==> config.mk <==
export PLATFORM = sky130hd
export DESIGN_NAME = hdr_top
export DESIGN_NICKNAME = d
export VERILOG_FILES = /design/src/rtl/hdr_pkg.sv /design/src/rtl/hdr_engine.sv /design/src/rtl/hdr_ccc_seq.sv /design/src/rtl/hdr_ddr_seq.sv /design/src/rtl/hdr_regf.sv /design/src/rtl/hdr_ddr_tx.sv /design/src/rtl/hdr_top.sv
export SDC_FILE = /design/constraint.sdc
export NUM_CORES = 1
export LEC_CHECK = 0
export BUFFER_PORTS_ARGS = -buffer_cell sky130_fd_sc_hd__clkbuf_2
export CELL_PAD_IN_SITES_DETAIL_PLACEMENT = 0
export CELL_PAD_IN_SITES_GLOBAL_PLACEMENT = 1
export CORE_ASPECT_RATIO = 0.7
export CORE_MARGIN = 2
export CORE_UTILIZATION = 42
export CTS_CLUSTER_SIZE = 20
export DETAILED_ROUTE_END_ITERATION = 7
export GPL_ROUTABILITY_DRIVEN = 0
export PLACE_DENSITY_LB_ADDON = 0.1
export SYNTH_ARGS = -nofsm -noshare
export SYNTH_HDL_FRONTEND = slang
export SYNTH_SLANG_ARGS = --single-unit
==> constraint.sdc <==
create_clock -name i_sys_clk -period 3.45 [get_ports i_sys_clk]
set_input_delay 0.8625 -clock i_sys_clk [delete_from_list [all_inputs] [get_ports i_sys_clk]]
set_output_delay 0.8625 -clock i_sys_clk [all_outputs]
set_load 0.005 [all_outputs]
==> src/rtl/hdr_pkg.sv <==
// shared hdr-ddr types: path select, mode constant, preambles, word union, request structs
`default_nettype none

package hdr_pkg;

  // one select for every path mux in the datapath
  typedef enum logic {
    PATH_DDR = 1'b0,
    PATH_CCC = 1'b1
  } hdr_path_e;

  localparam logic [2:0] MODE_HDR_DDR = 3'd6;

  // ddr frame preambles
  localparam logic [1:0] PRE_CMD  = 2'b01;
  localparam logic [1:0] PRE_DATA = 2'b10;

  // command word fields, msb first on the bus
  typedef struct packed {
    logic       rnw;          // 1 = read
    logic [6:0] cmd_code;
    logic [6:0] target_addr;
    logic       rsvd;
  } hdr_cmd_s;

  // one 16-bit word seen as a command or as plain data
  typedef union packed {
    hdr_cmd_s    cmd;
    logic [15:0] data;
  } hdr_word_u;

  // sequencer to serializer, vld is a single-cycle strobe
  typedef struct packed {
    logic       vld;
    logic [1:0] preamble;
    hdr_word_u  word;
  } hdr_word_req_s;

  // sequencer to register file
  typedef struct packed {
    logic       en;
    logic [7:0] addr;
  } regf_rd_s;

endpackage

`default_nettype wire

==> src/rtl/hdr_engine.sv <==
// hdr engine with the control fsm choosing ccc or normal ddr transfers, restart, dummy word and exit
`timescale 1ns/1ps
`default_nettype none

module hdr_engine
  import hdr_pkg::*;
(
  input  logic       i_sys_clk,
  input  logic       i_sys_rst_n,
  input  logic       i_hdr_en,     // a new run starts on its rising edge
  input  logic       i_cp,         // command present (1 = ccc)
  input  logic       i_toc,        // term of completion (1 = exit)
  input  logic [2:0] i_mode,
  input  logic       i_ccc_done,
  input  logic       i_ddr_done,
  output logic       o_ccc_en,
  output logic       o_ccc_dummy,
  output logic       o_ddr_en,
  output hdr_path_e  o_path_sel,
  output logic       o_hdr_done
);

  typedef enum logic [1:0] {
    IDLE,
    CCC,
    CCC_DUMMY,
    DDR
  } state_e;

  state_e state;
  logic   hdr_en_q;
  logic   exit_now;     // taken when the current transfer finishes
  logic   mode_ok;

  assign mode_ok  = (i_mode == MODE_HDR_DDR);
  assign exit_now = i_toc || !mode_ok;

  always_ff @(posedge i_sys_clk or negedge i_sys_rst_n) begin
    if (!i_sys_rst_n) begin
      state       <= IDLE;
      hdr_en_q    <= 1'b0;
      o_ccc_en    <= 1'b0;
      o_ccc_dummy <= 1'b0;
      o_ddr_en    <= 1'b0;
      o_path_sel  <= PATH_DDR;
      o_hdr_done  <= 1'b0;
    end else begin
      hdr_en_q   <= i_hdr_en;
      o_hdr_done <= 1'b0;
      if (!i_hdr_en) begin
        // sequencers stop after the frame in flight
        state       <= IDLE;
        o_ccc_en    <= 1'b0;
        o_ccc_dummy <= 1'b0;
        o_ddr_en    <= 1'b0;
      end else begin
        case (state)
          IDLE: begin
            if (!hdr_en_q) begin
              state      <= i_cp ? CCC : DDR;
              o_path_sel <= i_cp ? PATH_CCC : PATH_DDR;
            end
          end
          CCC: begin
            if (i_ccc_done) begin
              o_ccc_en <= 1'b0;   // low for one cycle so a restart re-raises it
              if (exit_now) begin
                o_hdr_done <= 1'b1;
                state      <= IDLE;
              end else if (!i_cp) begin
                o_ccc_dummy <= 1'b1;
                state       <= CCC_DUMMY;
              end
            end else if (!o_ccc_en) begin
              o_ccc_en <= 1'b1;
            end
          end
          CCC_DUMMY: begin
            if (i_ccc_done) begin
              o_ccc_en    <= 1'b0;
              o_ccc_dummy <= 1'b0;
              if (!mode_ok) begin
                o_hdr_done <= 1'b1;
                state      <= IDLE;
              end else begin
                state      <= DDR;
                o_path_sel <= PATH_DDR;
              end
            end else if (!o_ccc_en) begin
              o_ccc_en <= 1'b1;
            end
          end
          DDR: begin
            if (i_ddr_done) begin
              o_ddr_en <= 1'b0;
              if (exit_now) begin
                o_hdr_done <= 1'b1;
                state      <= IDLE;
              end else if (i_cp) begin
                state      <= CCC;
                o_path_sel <= PATH_CCC;
              end
            end else if (!o_ddr_en) begin
              o_ddr_en <= 1'b1;
            end
          end
          default: state <= IDLE;
        endcase
      end
    end
  end

  // only one sequencer may own the serializer
  a_one_path: assert property (@(posedge i_sys_clk) disable iff (!i_sys_rst_n)
    !(o_ccc_en && o_ddr_en));

endmodule

`default_nettype wire

==> src/rtl/hdr_ccc_seq.sv <==
// ccc sequencer sending the command word then the data word, or the dummy word alone
`timescale 1ns/1ps
`default_nettype none

module hdr_ccc_seq
  import hdr_pkg::*;
#(
  parameter int REGF_DEPTH = 16
) (
  input  logic          i_sys_clk,
  input  logic          i_sys_rst_n,
  input  logic          i_en,
  input  logic          i_dummy,
  input  logic          i_tx_busy,
  input  logic          i_frame_done,
  input  hdr_word_u     i_rd_data,
  output regf_rd_s      o_rd,
  output hdr_word_req_s o_req,
  output logic          o_done
);

  localparam logic [7:0] DUMMY_ADDR = 8'(REGF_DEPTH - 1);

  typedef enum logic [1:0] {IDLE, RD, LOAD, SEND} state_e;

  state_e    state;
  logic      en_q;
  logic      dummy_q;
  logic      idx;        // 0 = command word, 1 = data word
  logic      rd_en;
  logic      req_vld;
  logic      is_cmd;
  logic      last;
  hdr_word_u req_word;

  assign is_cmd = !dummy_q && !idx;
  assign last   = dummy_q || idx;

  assign o_rd  = '{en: rd_en, addr: dummy_q ? DUMMY_ADDR : {7'd0, idx}};
  assign o_req = '{vld: req_vld, preamble: is_cmd ? PRE_CMD : PRE_DATA, word: req_word};

  always_ff @(posedge i_sys_clk or negedge i_sys_rst_n) begin
    if (!i_sys_rst_n) begin
      state   <= IDLE;
      en_q    <= 1'b0;
      dummy_q <= 1'b0;
      idx     <= 1'b0;
      rd_en   <= 1'b0;
      req_vld <= 1'b0;
      o_done  <= 1'b0;
    end else begin
      en_q   <= i_en;
      o_done <= 1'b0;
      case (state)
        IDLE: begin
          if (i_en && !en_q) begin
            dummy_q <= i_dummy;
            idx     <= 1'b0;
            rd_en   <= 1'b1;
            state   <= RD;
          end
        end
        RD: begin
          rd_en <= 1'b0;
          state <= LOAD;   // word shows up next cycle
        end
        LOAD: begin
          if (!i_en) begin
            state <= IDLE;
          end else if (!i_tx_busy) begin
            req_vld <= 1'b1;
            state   <= SEND;
          end
        end
        SEND: begin
          req_vld <= 1'b0;
          if (i_frame_done) begin
            if (!i_en) begin
              state <= IDLE;
            end else if (last) begin
              o_done <= 1'b1;
              state  <= IDLE;
            end else begin
              idx   <= 1'b1;
              rd_en <= 1'b1;
              state <= RD;
            end
          end
        end
        default: state <= IDLE;
      endcase
    end
  end

  always_ff @(posedge i_sys_clk) begin
    if (state == LOAD && i_en && !i_tx_busy) begin
      req_word <= i_rd_data;
    end
  end

endmodule

`default_nettype wire

==> src/rtl/hdr_ddr_seq.sv <==
// normal ddr sequencer sending a command word followed by a burst of data words
`timescale 1ns/1ps
`default_nettype none

module hdr_ddr_seq
  import hdr_pkg::*;
#(
  parameter int REGF_DEPTH = 16,
  parameter int DDR_WORDS  = 4
) (
  input  logic          i_sys_clk,
  input  logic          i_sys_rst_n,
  input  logic          i_en,
  input  logic          i_tx_busy,
  input  logic          i_frame_done,
  input  hdr_word_u     i_rd_data,
  output regf_rd_s      o_rd,
  output hdr_word_req_s o_req,
  output logic          o_done
);

  localparam int         CW       = $clog2(DDR_WORDS + 1);
  localparam logic [7:0] CMD_ADDR = 8'd2;   // data words follow at 3 upward

  typedef enum logic [1:0] {IDLE, RD, LOAD, SEND} state_e;

  state_e        state;
  logic          en_q;
  logic [CW-1:0] cnt;      // 0 = command word
  logic          rd_en;
  logic          req_vld;
  logic          is_cmd;
  logic          last;
  hdr_word_u     req_word;

  assign is_cmd = (cnt == '0);
  assign last   = (cnt == CW'(DDR_WORDS));

  assign o_rd  = '{en: rd_en, addr: CMD_ADDR + 8'(cnt)};
  assign o_req = '{vld: req_vld, preamble: is_cmd ? PRE_CMD : PRE_DATA, word: req_word};

  always_ff @(posedge i_sys_clk or negedge i_sys_rst_n) begin
    if (!i_sys_rst_n) begin
      state   <= IDLE;
      en_q    <= 1'b0;
      cnt     <= '0;
      rd_en   <= 1'b0;
      req_vld <= 1'b0;
      o_done  <= 1'b0;
    end else begin
      en_q   <= i_en;
      o_done <= 1'b0;
      case (state)
        IDLE: begin
          if (i_en && !en_q) begin
            cnt   <= '0;
            rd_en <= 1'b1;
            state <= RD;
          end
        end
        RD: begin
          rd_en <= 1'b0;
          state <= LOAD;
        end
        LOAD: begin
          if (!i_en) begin
            state <= IDLE;
          end else if (!i_tx_busy) begin
            req_vld <= 1'b1;
            state   <= SEND;
          end
        end
        SEND: begin
          req_vld <= 1'b0;
          if (i_frame_done) begin
            if (!i_en) begin
              state <= IDLE;        // aborted without done
            end else if (last) begin
              o_done <= 1'b1;
              state  <= IDLE;
            end else begin
              cnt   <= cnt + 1'b1;
              rd_en <= 1'b1;
              state <= RD;
            end
          end
        end
        default: state <= IDLE;
      endcase
    end
  end

  always_ff @(posedge i_sys_clk) begin
    if (state == LOAD && i_en && !i_tx_busy) begin
      req_word <= i_rd_data;
    end
  end

  // burst must not reach the dummy word at the top of the register file
  a_burst_fits: assert property (@(posedge i_sys_clk) disable iff (!i_sys_rst_n)
    o_rd.en |-> o_rd.addr < 8'(REGF_DEPTH - 1));

endmodule

`default_nettype wire

==> src/rtl/hdr_regf.sv <==
// word register file: host write port and a path-selected registered read port
`timescale 1ns/1ps
`default_nettype none

module hdr_regf
  import hdr_pkg::*;
#(
  parameter int REGF_DEPTH = 16
) (
  input  logic        i_sys_clk,
  input  logic        i_sys_rst_n,
  input  logic        i_wr_en,
  input  logic [7:0]  i_wr_addr,
  input  logic [15:0] i_wr_data,
  input  hdr_path_e   i_path_sel,
  input  regf_rd_s    i_ccc_rd,
  input  regf_rd_s    i_ddr_rd,
  output hdr_word_u   o_rd_data
);

  localparam int AW = $clog2(REGF_DEPTH);

  logic [15:0] mem [REGF_DEPTH];
  regf_rd_s    rd;

  // requester picked by the engine's path select
  assign rd = (i_path_sel == PATH_CCC) ? i_ccc_rd : i_ddr_rd;

  always_ff @(posedge i_sys_clk) begin
    if (i_wr_en) begin
      mem[i_wr_addr[AW-1:0]] <= i_wr_data;
    end
  end

  always_ff @(posedge i_sys_clk) begin
    if (rd.en) begin
      o_rd_data.data <= mem[rd.addr[AW-1:0]];   // one cycle read latency
    end
  end

  // host writes stay inside the configured depth
  a_wr_range: assert property (@(posedge i_sys_clk) disable iff (!i_sys_rst_n)
    i_wr_en |-> i_wr_addr < 8'(REGF_DEPTH));

endmodule

`default_nettype wire

==> src/rtl/hdr_ddr_tx.sv <==
// ddr serializer: path mux, parity generation, 20-bit frame shifter and bit counter
`timescale 1ns/1ps
`default_nettype none

module hdr_ddr_tx
  import hdr_pkg::*;
(
  input  logic          i_sys_clk,
  input  logic          i_sys_rst_n,
  input  hdr_path_e     i_path_sel,
  input  hdr_word_req_s i_ccc_req,
  input  hdr_word_req_s i_ddr_req,
  output logic          o_busy,
  output logic          o_frame_done,
  output logic          o_sda_bit,
  output logic          o_sda_vld
);

  localparam logic [4:0] LAST_BIT = 5'd19;

  hdr_word_req_s req;
  logic          pa1;
  logic          pa0;
  logic          load;
  logic [19:0]   shreg;
  logic [4:0]    bit_cnt;

  assign req = (i_path_sel == PATH_CCC) ? i_ccc_req : i_ddr_req;

  // pa1 over odd payload bits, pa0 over even bits inverted
  assign pa1 = ^(req.word.data & 16'hAAAA);
  assign pa0 = ~(^(req.word.data & 16'h5555));

  assign load = req.vld && !o_sda_vld;

  assign o_busy       = o_sda_vld;
  assign o_frame_done = o_sda_vld && (bit_cnt == LAST_BIT);
  assign o_sda_bit    = shreg[19];   // msb first

  always_ff @(posedge i_sys_clk or negedge i_sys_rst_n) begin
    if (!i_sys_rst_n) begin
      o_sda_vld <= 1'b0;
      bit_cnt   <= '0;
    end else if (load) begin
      o_sda_vld <= 1'b1;
      bit_cnt   <= '0;
    end else if (o_sda_vld) begin
      bit_cnt <= bit_cnt + 1'b1;
      if (bit_cnt == LAST_BIT) begin
        o_sda_vld <= 1'b0;
      end
    end
  end

  always_ff @(posedge i_sys_clk) begin
    if (load) begin
      shreg <= {req.preamble, req.word.data, pa1, pa0};
    end else if (o_sda_vld) begin
      shreg <= {shreg[18:0], 1'b0};
    end
  end

  // sequencers hold their request until the frame in flight is out
  a_no_vld_busy: assert property (@(posedge i_sys_clk) disable iff (!i_sys_rst_n)
    req.vld |-> !o_busy);

endmodule

`default_nettype wire

==> src/rtl/hdr_top.sv <==
// hdr-ddr top: engine, ccc and ddr sequencers, register file and serializer
`timescale 1ns/1ps
`default_nettype none

module hdr_top
  import hdr_pkg::*;
#(
  parameter int REGF_DEPTH = 16,
  parameter int DDR_WORDS  = 4
) (
  input  logic        i_sys_clk,
  input  logic        i_sys_rst_n,
  input  logic        i_hdr_en,
  input  logic        i_cp,
  input  logic        i_toc,
  input  logic [2:0]  i_mode,
  input  logic        i_regf_wr_en,
  input  logic [7:0]  i_regf_wr_addr,
  input  logic [15:0] i_regf_wr_data,
  output logic        o_sda_bit,
  output logic        o_sda_vld,
  output logic        o_hdr_done,
  output hdr_path_e   o_path_sel
);

  logic          ccc_en;
  logic          ccc_dummy;
  logic          ddr_en;
  logic          ccc_done;
  logic          ddr_done;
  logic          tx_busy;
  logic          frame_done;
  regf_rd_s      ccc_rd;
  regf_rd_s      ddr_rd;
  hdr_word_u     rd_data;
  hdr_word_req_s ccc_req;
  hdr_word_req_s ddr_req;

  hdr_engine hdr_engine_inst (
    .i_sys_clk  (i_sys_clk),
    .i_sys_rst_n(i_sys_rst_n),
    .i_hdr_en   (i_hdr_en),
    .i_cp       (i_cp),
    .i_toc      (i_toc),
    .i_mode     (i_mode),
    .i_ccc_done (ccc_done),
    .i_ddr_done (ddr_done),
    .o_ccc_en   (ccc_en),
    .o_ccc_dummy(ccc_dummy),
    .o_ddr_en   (ddr_en),
    .o_path_sel (o_path_sel),
    .o_hdr_done (o_hdr_done)
  );

  hdr_ccc_seq #(.REGF_DEPTH(REGF_DEPTH)) hdr_ccc_seq_inst (
    .i_sys_clk   (i_sys_clk),
    .i_sys_rst_n (i_sys_rst_n),
    .i_en        (ccc_en),
    .i_dummy     (ccc_dummy),
    .i_tx_busy   (tx_busy),
    .i_frame_done(frame_done),
    .i_rd_data   (rd_data),
    .o_rd        (ccc_rd),
    .o_req       (ccc_req),
    .o_done      (ccc_done)
  );

  hdr_ddr_seq #(.REGF_DEPTH(REGF_DEPTH), .DDR_WORDS(DDR_WORDS)) hdr_ddr_seq_inst (
    .i_sys_clk   (i_sys_clk),
    .i_sys_rst_n (i_sys_rst_n),
    .i_en        (ddr_en),
    .i_tx_busy   (tx_busy),
    .i_frame_done(frame_done),
    .i_rd_data   (rd_data),
    .o_rd        (ddr_rd),
    .o_req       (ddr_req),
    .o_done      (ddr_done)
  );

  hdr_regf #(.REGF_DEPTH(REGF_DEPTH)) hdr_regf_inst (
    .i_sys_clk  (i_sys_clk),
    .i_sys_rst_n(i_sys_rst_n),
    .i_wr_en    (i_regf_wr_en),
    .i_wr_addr  (i_regf_wr_addr),
    .i_wr_data  (i_regf_wr_data),
    .i_path_sel (o_path_sel),
    .i_ccc_rd   (ccc_rd),
    .i_ddr_rd   (ddr_rd),
    .o_rd_data  (rd_data)
  );

  hdr_ddr_tx hdr_ddr_tx_inst (
    .i_sys_clk   (i_sys_clk),
    .i_sys_rst_n (i_sys_rst_n),
    .i_path_sel  (o_path_sel),
    .i_ccc_req   (ccc_req),
    .i_ddr_req   (ddr_req),
    .o_busy      (tx_busy),
    .o_frame_done(frame_done),
    .o_sda_bit   (o_sda_bit),
    .o_sda_vld   (o_sda_vld)
  );

endmodule

`default_nettype wire

==> qor.txt <==
status -> finished clean
Synth Warn # -> 0
count of input and output buffers -> 32
Placement Cell Area -> 0.0150 mm2
area delta synth->final -> 13.4%
Post-synth EDFFs -> 324
layout cells sized above 1 -> 0.183
Top Ports -> 37
clock skew -> 0.00925 ns
DRC viols -> 0
Worst Path Arrival -> 3.14 ns
DP Wirelength -> 19,000 um
H-tree Lvls -> 2
final net count -> 934
top post-synthesis cells by area -> edfxtp_1, mux4_2, dfrtp_1, nand2_1, mux2i_1
top cell type's share of synthesized area -> 0.684
GRT Resource Usage Total -> 0.181
async set-reset flop share out of synthesis -> 0.0873
Fillers -> 2,842
Slew HR -> 0.270
pin count of the biggest net entering global routing -> 41
Tmin final -> 2.90 ns
clock root buffer -> clkbuf_16
PD cells -> 745 mW/mm2
buffer and inverter count on the worst path -> 3
antenna violations before repair -> 0
WP depth -> 7
most frequent CP cell -> buf_12
worst min path class -> primary input to async pin
sequential share of the synthesized area -> 0.738
cts hold-fix bufs -> 0
synthesized area -> 0.0142 mm2
Num CTS Buffers -> 37
cell type with the largest total area after synthesis -> edfxtp_1
die height -> 158 um
worst-path maximum fanout -> 40
final period utilization -> 0.840
count leader, synth -> edfxtp_1
clk slew on worst S/H paths -> 0.06 ns
Gate Count Post-Synth -> 834
vias in the first global route -> 7,691
Setup Viol. Count Final -> 0
area occupied by multi-input gates -> 0.00348 mm2
crit path kind -> flop to flop
Initial Util -> 0.426
LEAKAGE -> 5.54 nW
Setup crit end kind -> flop
vias per cell -> 5.55
Setup TNS Final -> 0 ns
Sequential Area -> 0.0105 mm2
Worst Path Required -> 3.69 ns
final number of hold-violating endpoints -> 0
total overflow reported by the global router -> 0
TritonCTS clock tree -> built
WL/cell -> 22.8 um
ys flop type -> edfxtp_1
Inserted Diodes -> 0
clock tree buffer depth -> 3
worst skew pair latency -> 0.52 ns
worst-margin pin slew -> 1.09 ns
Slew Viols, Final -> 0
Peak Freq -> 345 MHz
WL final -> 30,800 um
CP peak stage delay -> 0.54 ns
unrepaired setup endpoints after global routing -> no
MaxCap Viol Count -> 0
Distinct cells, synth -> 52
Post-CTS Setup Repair Bufs -> 0
Peak VDD IR -> 413 uV
CORE AREA -> 0.0334 mm2
worst hold slack -> 0.424 ns
r2r setup slk -> 0.55 ns
leading cell types by count after synthesis -> edfxtp_1, nand2_1, mux4_2
final worst slack -> 0.551 ns
Post-DRT Antenna Nets -> 0
Synth Area per Inst -> 17.1 um2
#FFs+latches synth -> 355
DRT iter0 DRCs -> 563
DRT Pass-1 Iters -> 5
top cell family by delay on the critical path -> buffers and inverters
CP max stage cell -> dfrtp_2
cells along the critical path -> buf_4, o21a_2, buf_12, buf_12, mux4_2, a22oi_1, nand3_1
die width -> 224 um
crit path launch type -> flop
syn nets -> 876
wire length of the first global-routing pass -> 46,900 um
row cnt -> 56
TritonCTS Sinks -> 355
PostCTS Resize Cnt -> 0
post-layout util -> 0.483
detailed-route via count -> 7,498
worst slack, placed -> 0.532 ns
Die Area -> 0.0354 mm2
final instance area -> 0.0161 mm2
R2R cell count -> 7
[metal layers]
| layer | track usage | wire length (um) |
|---|---|---|
| met5 | 0 | 0 |
| met4 | 0.0530 | 649 |
| met3 | 0.0291 | 1340 |
| met2 | 0.286 | 14000 |
| met1 | 0.261 | 14800 |
[power breakdown]
part / total [W] / internal [W] / switching [W] / leakage, nW
clock network: 0.00380 / 0.00226 / 0.00154 / 0.552
logic: 0.00261 / 0.00115 / 0.00146 / 1.61
registers: 0.00560 / 0.00528 / 0.000320 / 3.38
total: 0.0120 / 0.00869 / 0.00332 / 5.54
[final cells by class]
class | instances | area share
well taps | 435 | 0.0337
flip-flops and latches | 355 | 0.651
clock buffers | 48 | 0.0600
repair buffers | 61 | 0.0258
clock inverters | 15 | 0.0103
inverters | 14 | 0.00326
multi-input cells | 423 | 0.216
[metrics by stage]
step                instances  total power [W]
floorplan                 834          0.00758
global placement         1288          0.00826
detailed placement       1288          0.00833
CTS                      1351           0.0122
global route             1351           0.0126
finish                   1351           0.0120
[final timing paths]
kind / start / endpoint
max: hdr_engine_inst.o_path_sel$_DFFE_PN0P_ / hdr_regf_inst.o_rd_data[9]$_DFFE_PP_
min reg2reg: hdr_regf_inst.o_rd_data[13]$_DFFE_PP_ / hdr_ddr_seq_inst.req_word[13]$_DFFE_PP_
min: i_sys_rst_n / hdr_engine_inst.hdr_en_q$_DFF_PN0_
min in group i_sys_clk: hdr_regf_inst.o_rd_data[13]$_DFFE_PP_ / hdr_ddr_seq_inst.req_word[13]$_DFFE_PP_
max reg2reg: hdr_engine_inst.o_path_sel$_DFFE_PN0P_ / hdr_regf_inst.o_rd_data[9]$_DFFE_PP_
max in group asynchronous: i_sys_rst_n / hdr_engine_inst.o_path_sel$_DFFE_PN0P_
[cell usage in the layout, fill, tap and decap left out, drive strengths merged, types with 2 or more instances in the layout]
cell	Yosys	layout
a211oi	18	18
a31oi	7	7
mux2	3	3
ha	9	9
clkinv	0	11
nand3	19	19
bufinv	0	4
a311o	15	15
a21oi	18	18
o21a	2	2
edfxtp	324	324
mux4	48	48
mux2i	25	25
nor3	10	10
clkbuf	26	80
o21ai	33	33
dfrtp	31	31
a22oi	16	16
nand3b	4	4
nor2	35	35
and2	3	3
nand2b	3	3
or2	3	3
nor4b	2	2
nand4	2	2
buf	16	29
and3	16	16
or3b	4	4
a22o	2	2
a21o	3	3
a32oi	2	2
a221oi	2	2
nand2	83	83
xor2	16	16
xnor2	8	8
inv	14	14
[logic make-up after synthesis]
family,synth area share
simple gates,0.0629
mux,0.0967
fa+ha+maj,0.00791
buf+inv,0.0199
compound gates,0.0595
flops,0.738
xor+xnor,0.0148
[flip-flops by register name (all words and copies together), names as in the netlist, 2 cells and up]
| name | cells |
|---|---|
| hdr_ddr_tx_inst.bit_cnt | 5 |
| hdr_ddr_tx_inst.shreg | 20 |
| hdr_ddr_seq_inst.req_word | 16 |
| hdr_ddr_seq_inst.state | 2 |
| hdr_ccc_seq_inst.state | 2 |
| hdr_ccc_seq_inst.req_word | 16 |
| hdr_engine_inst.state | 2 |
| hdr_regf_inst.o_rd_data | 16 |
| hdr_regf_inst.mem | 256 |
| hdr_ddr_seq_inst.cnt | 3 |
Power figures use the tool's default switching activity.
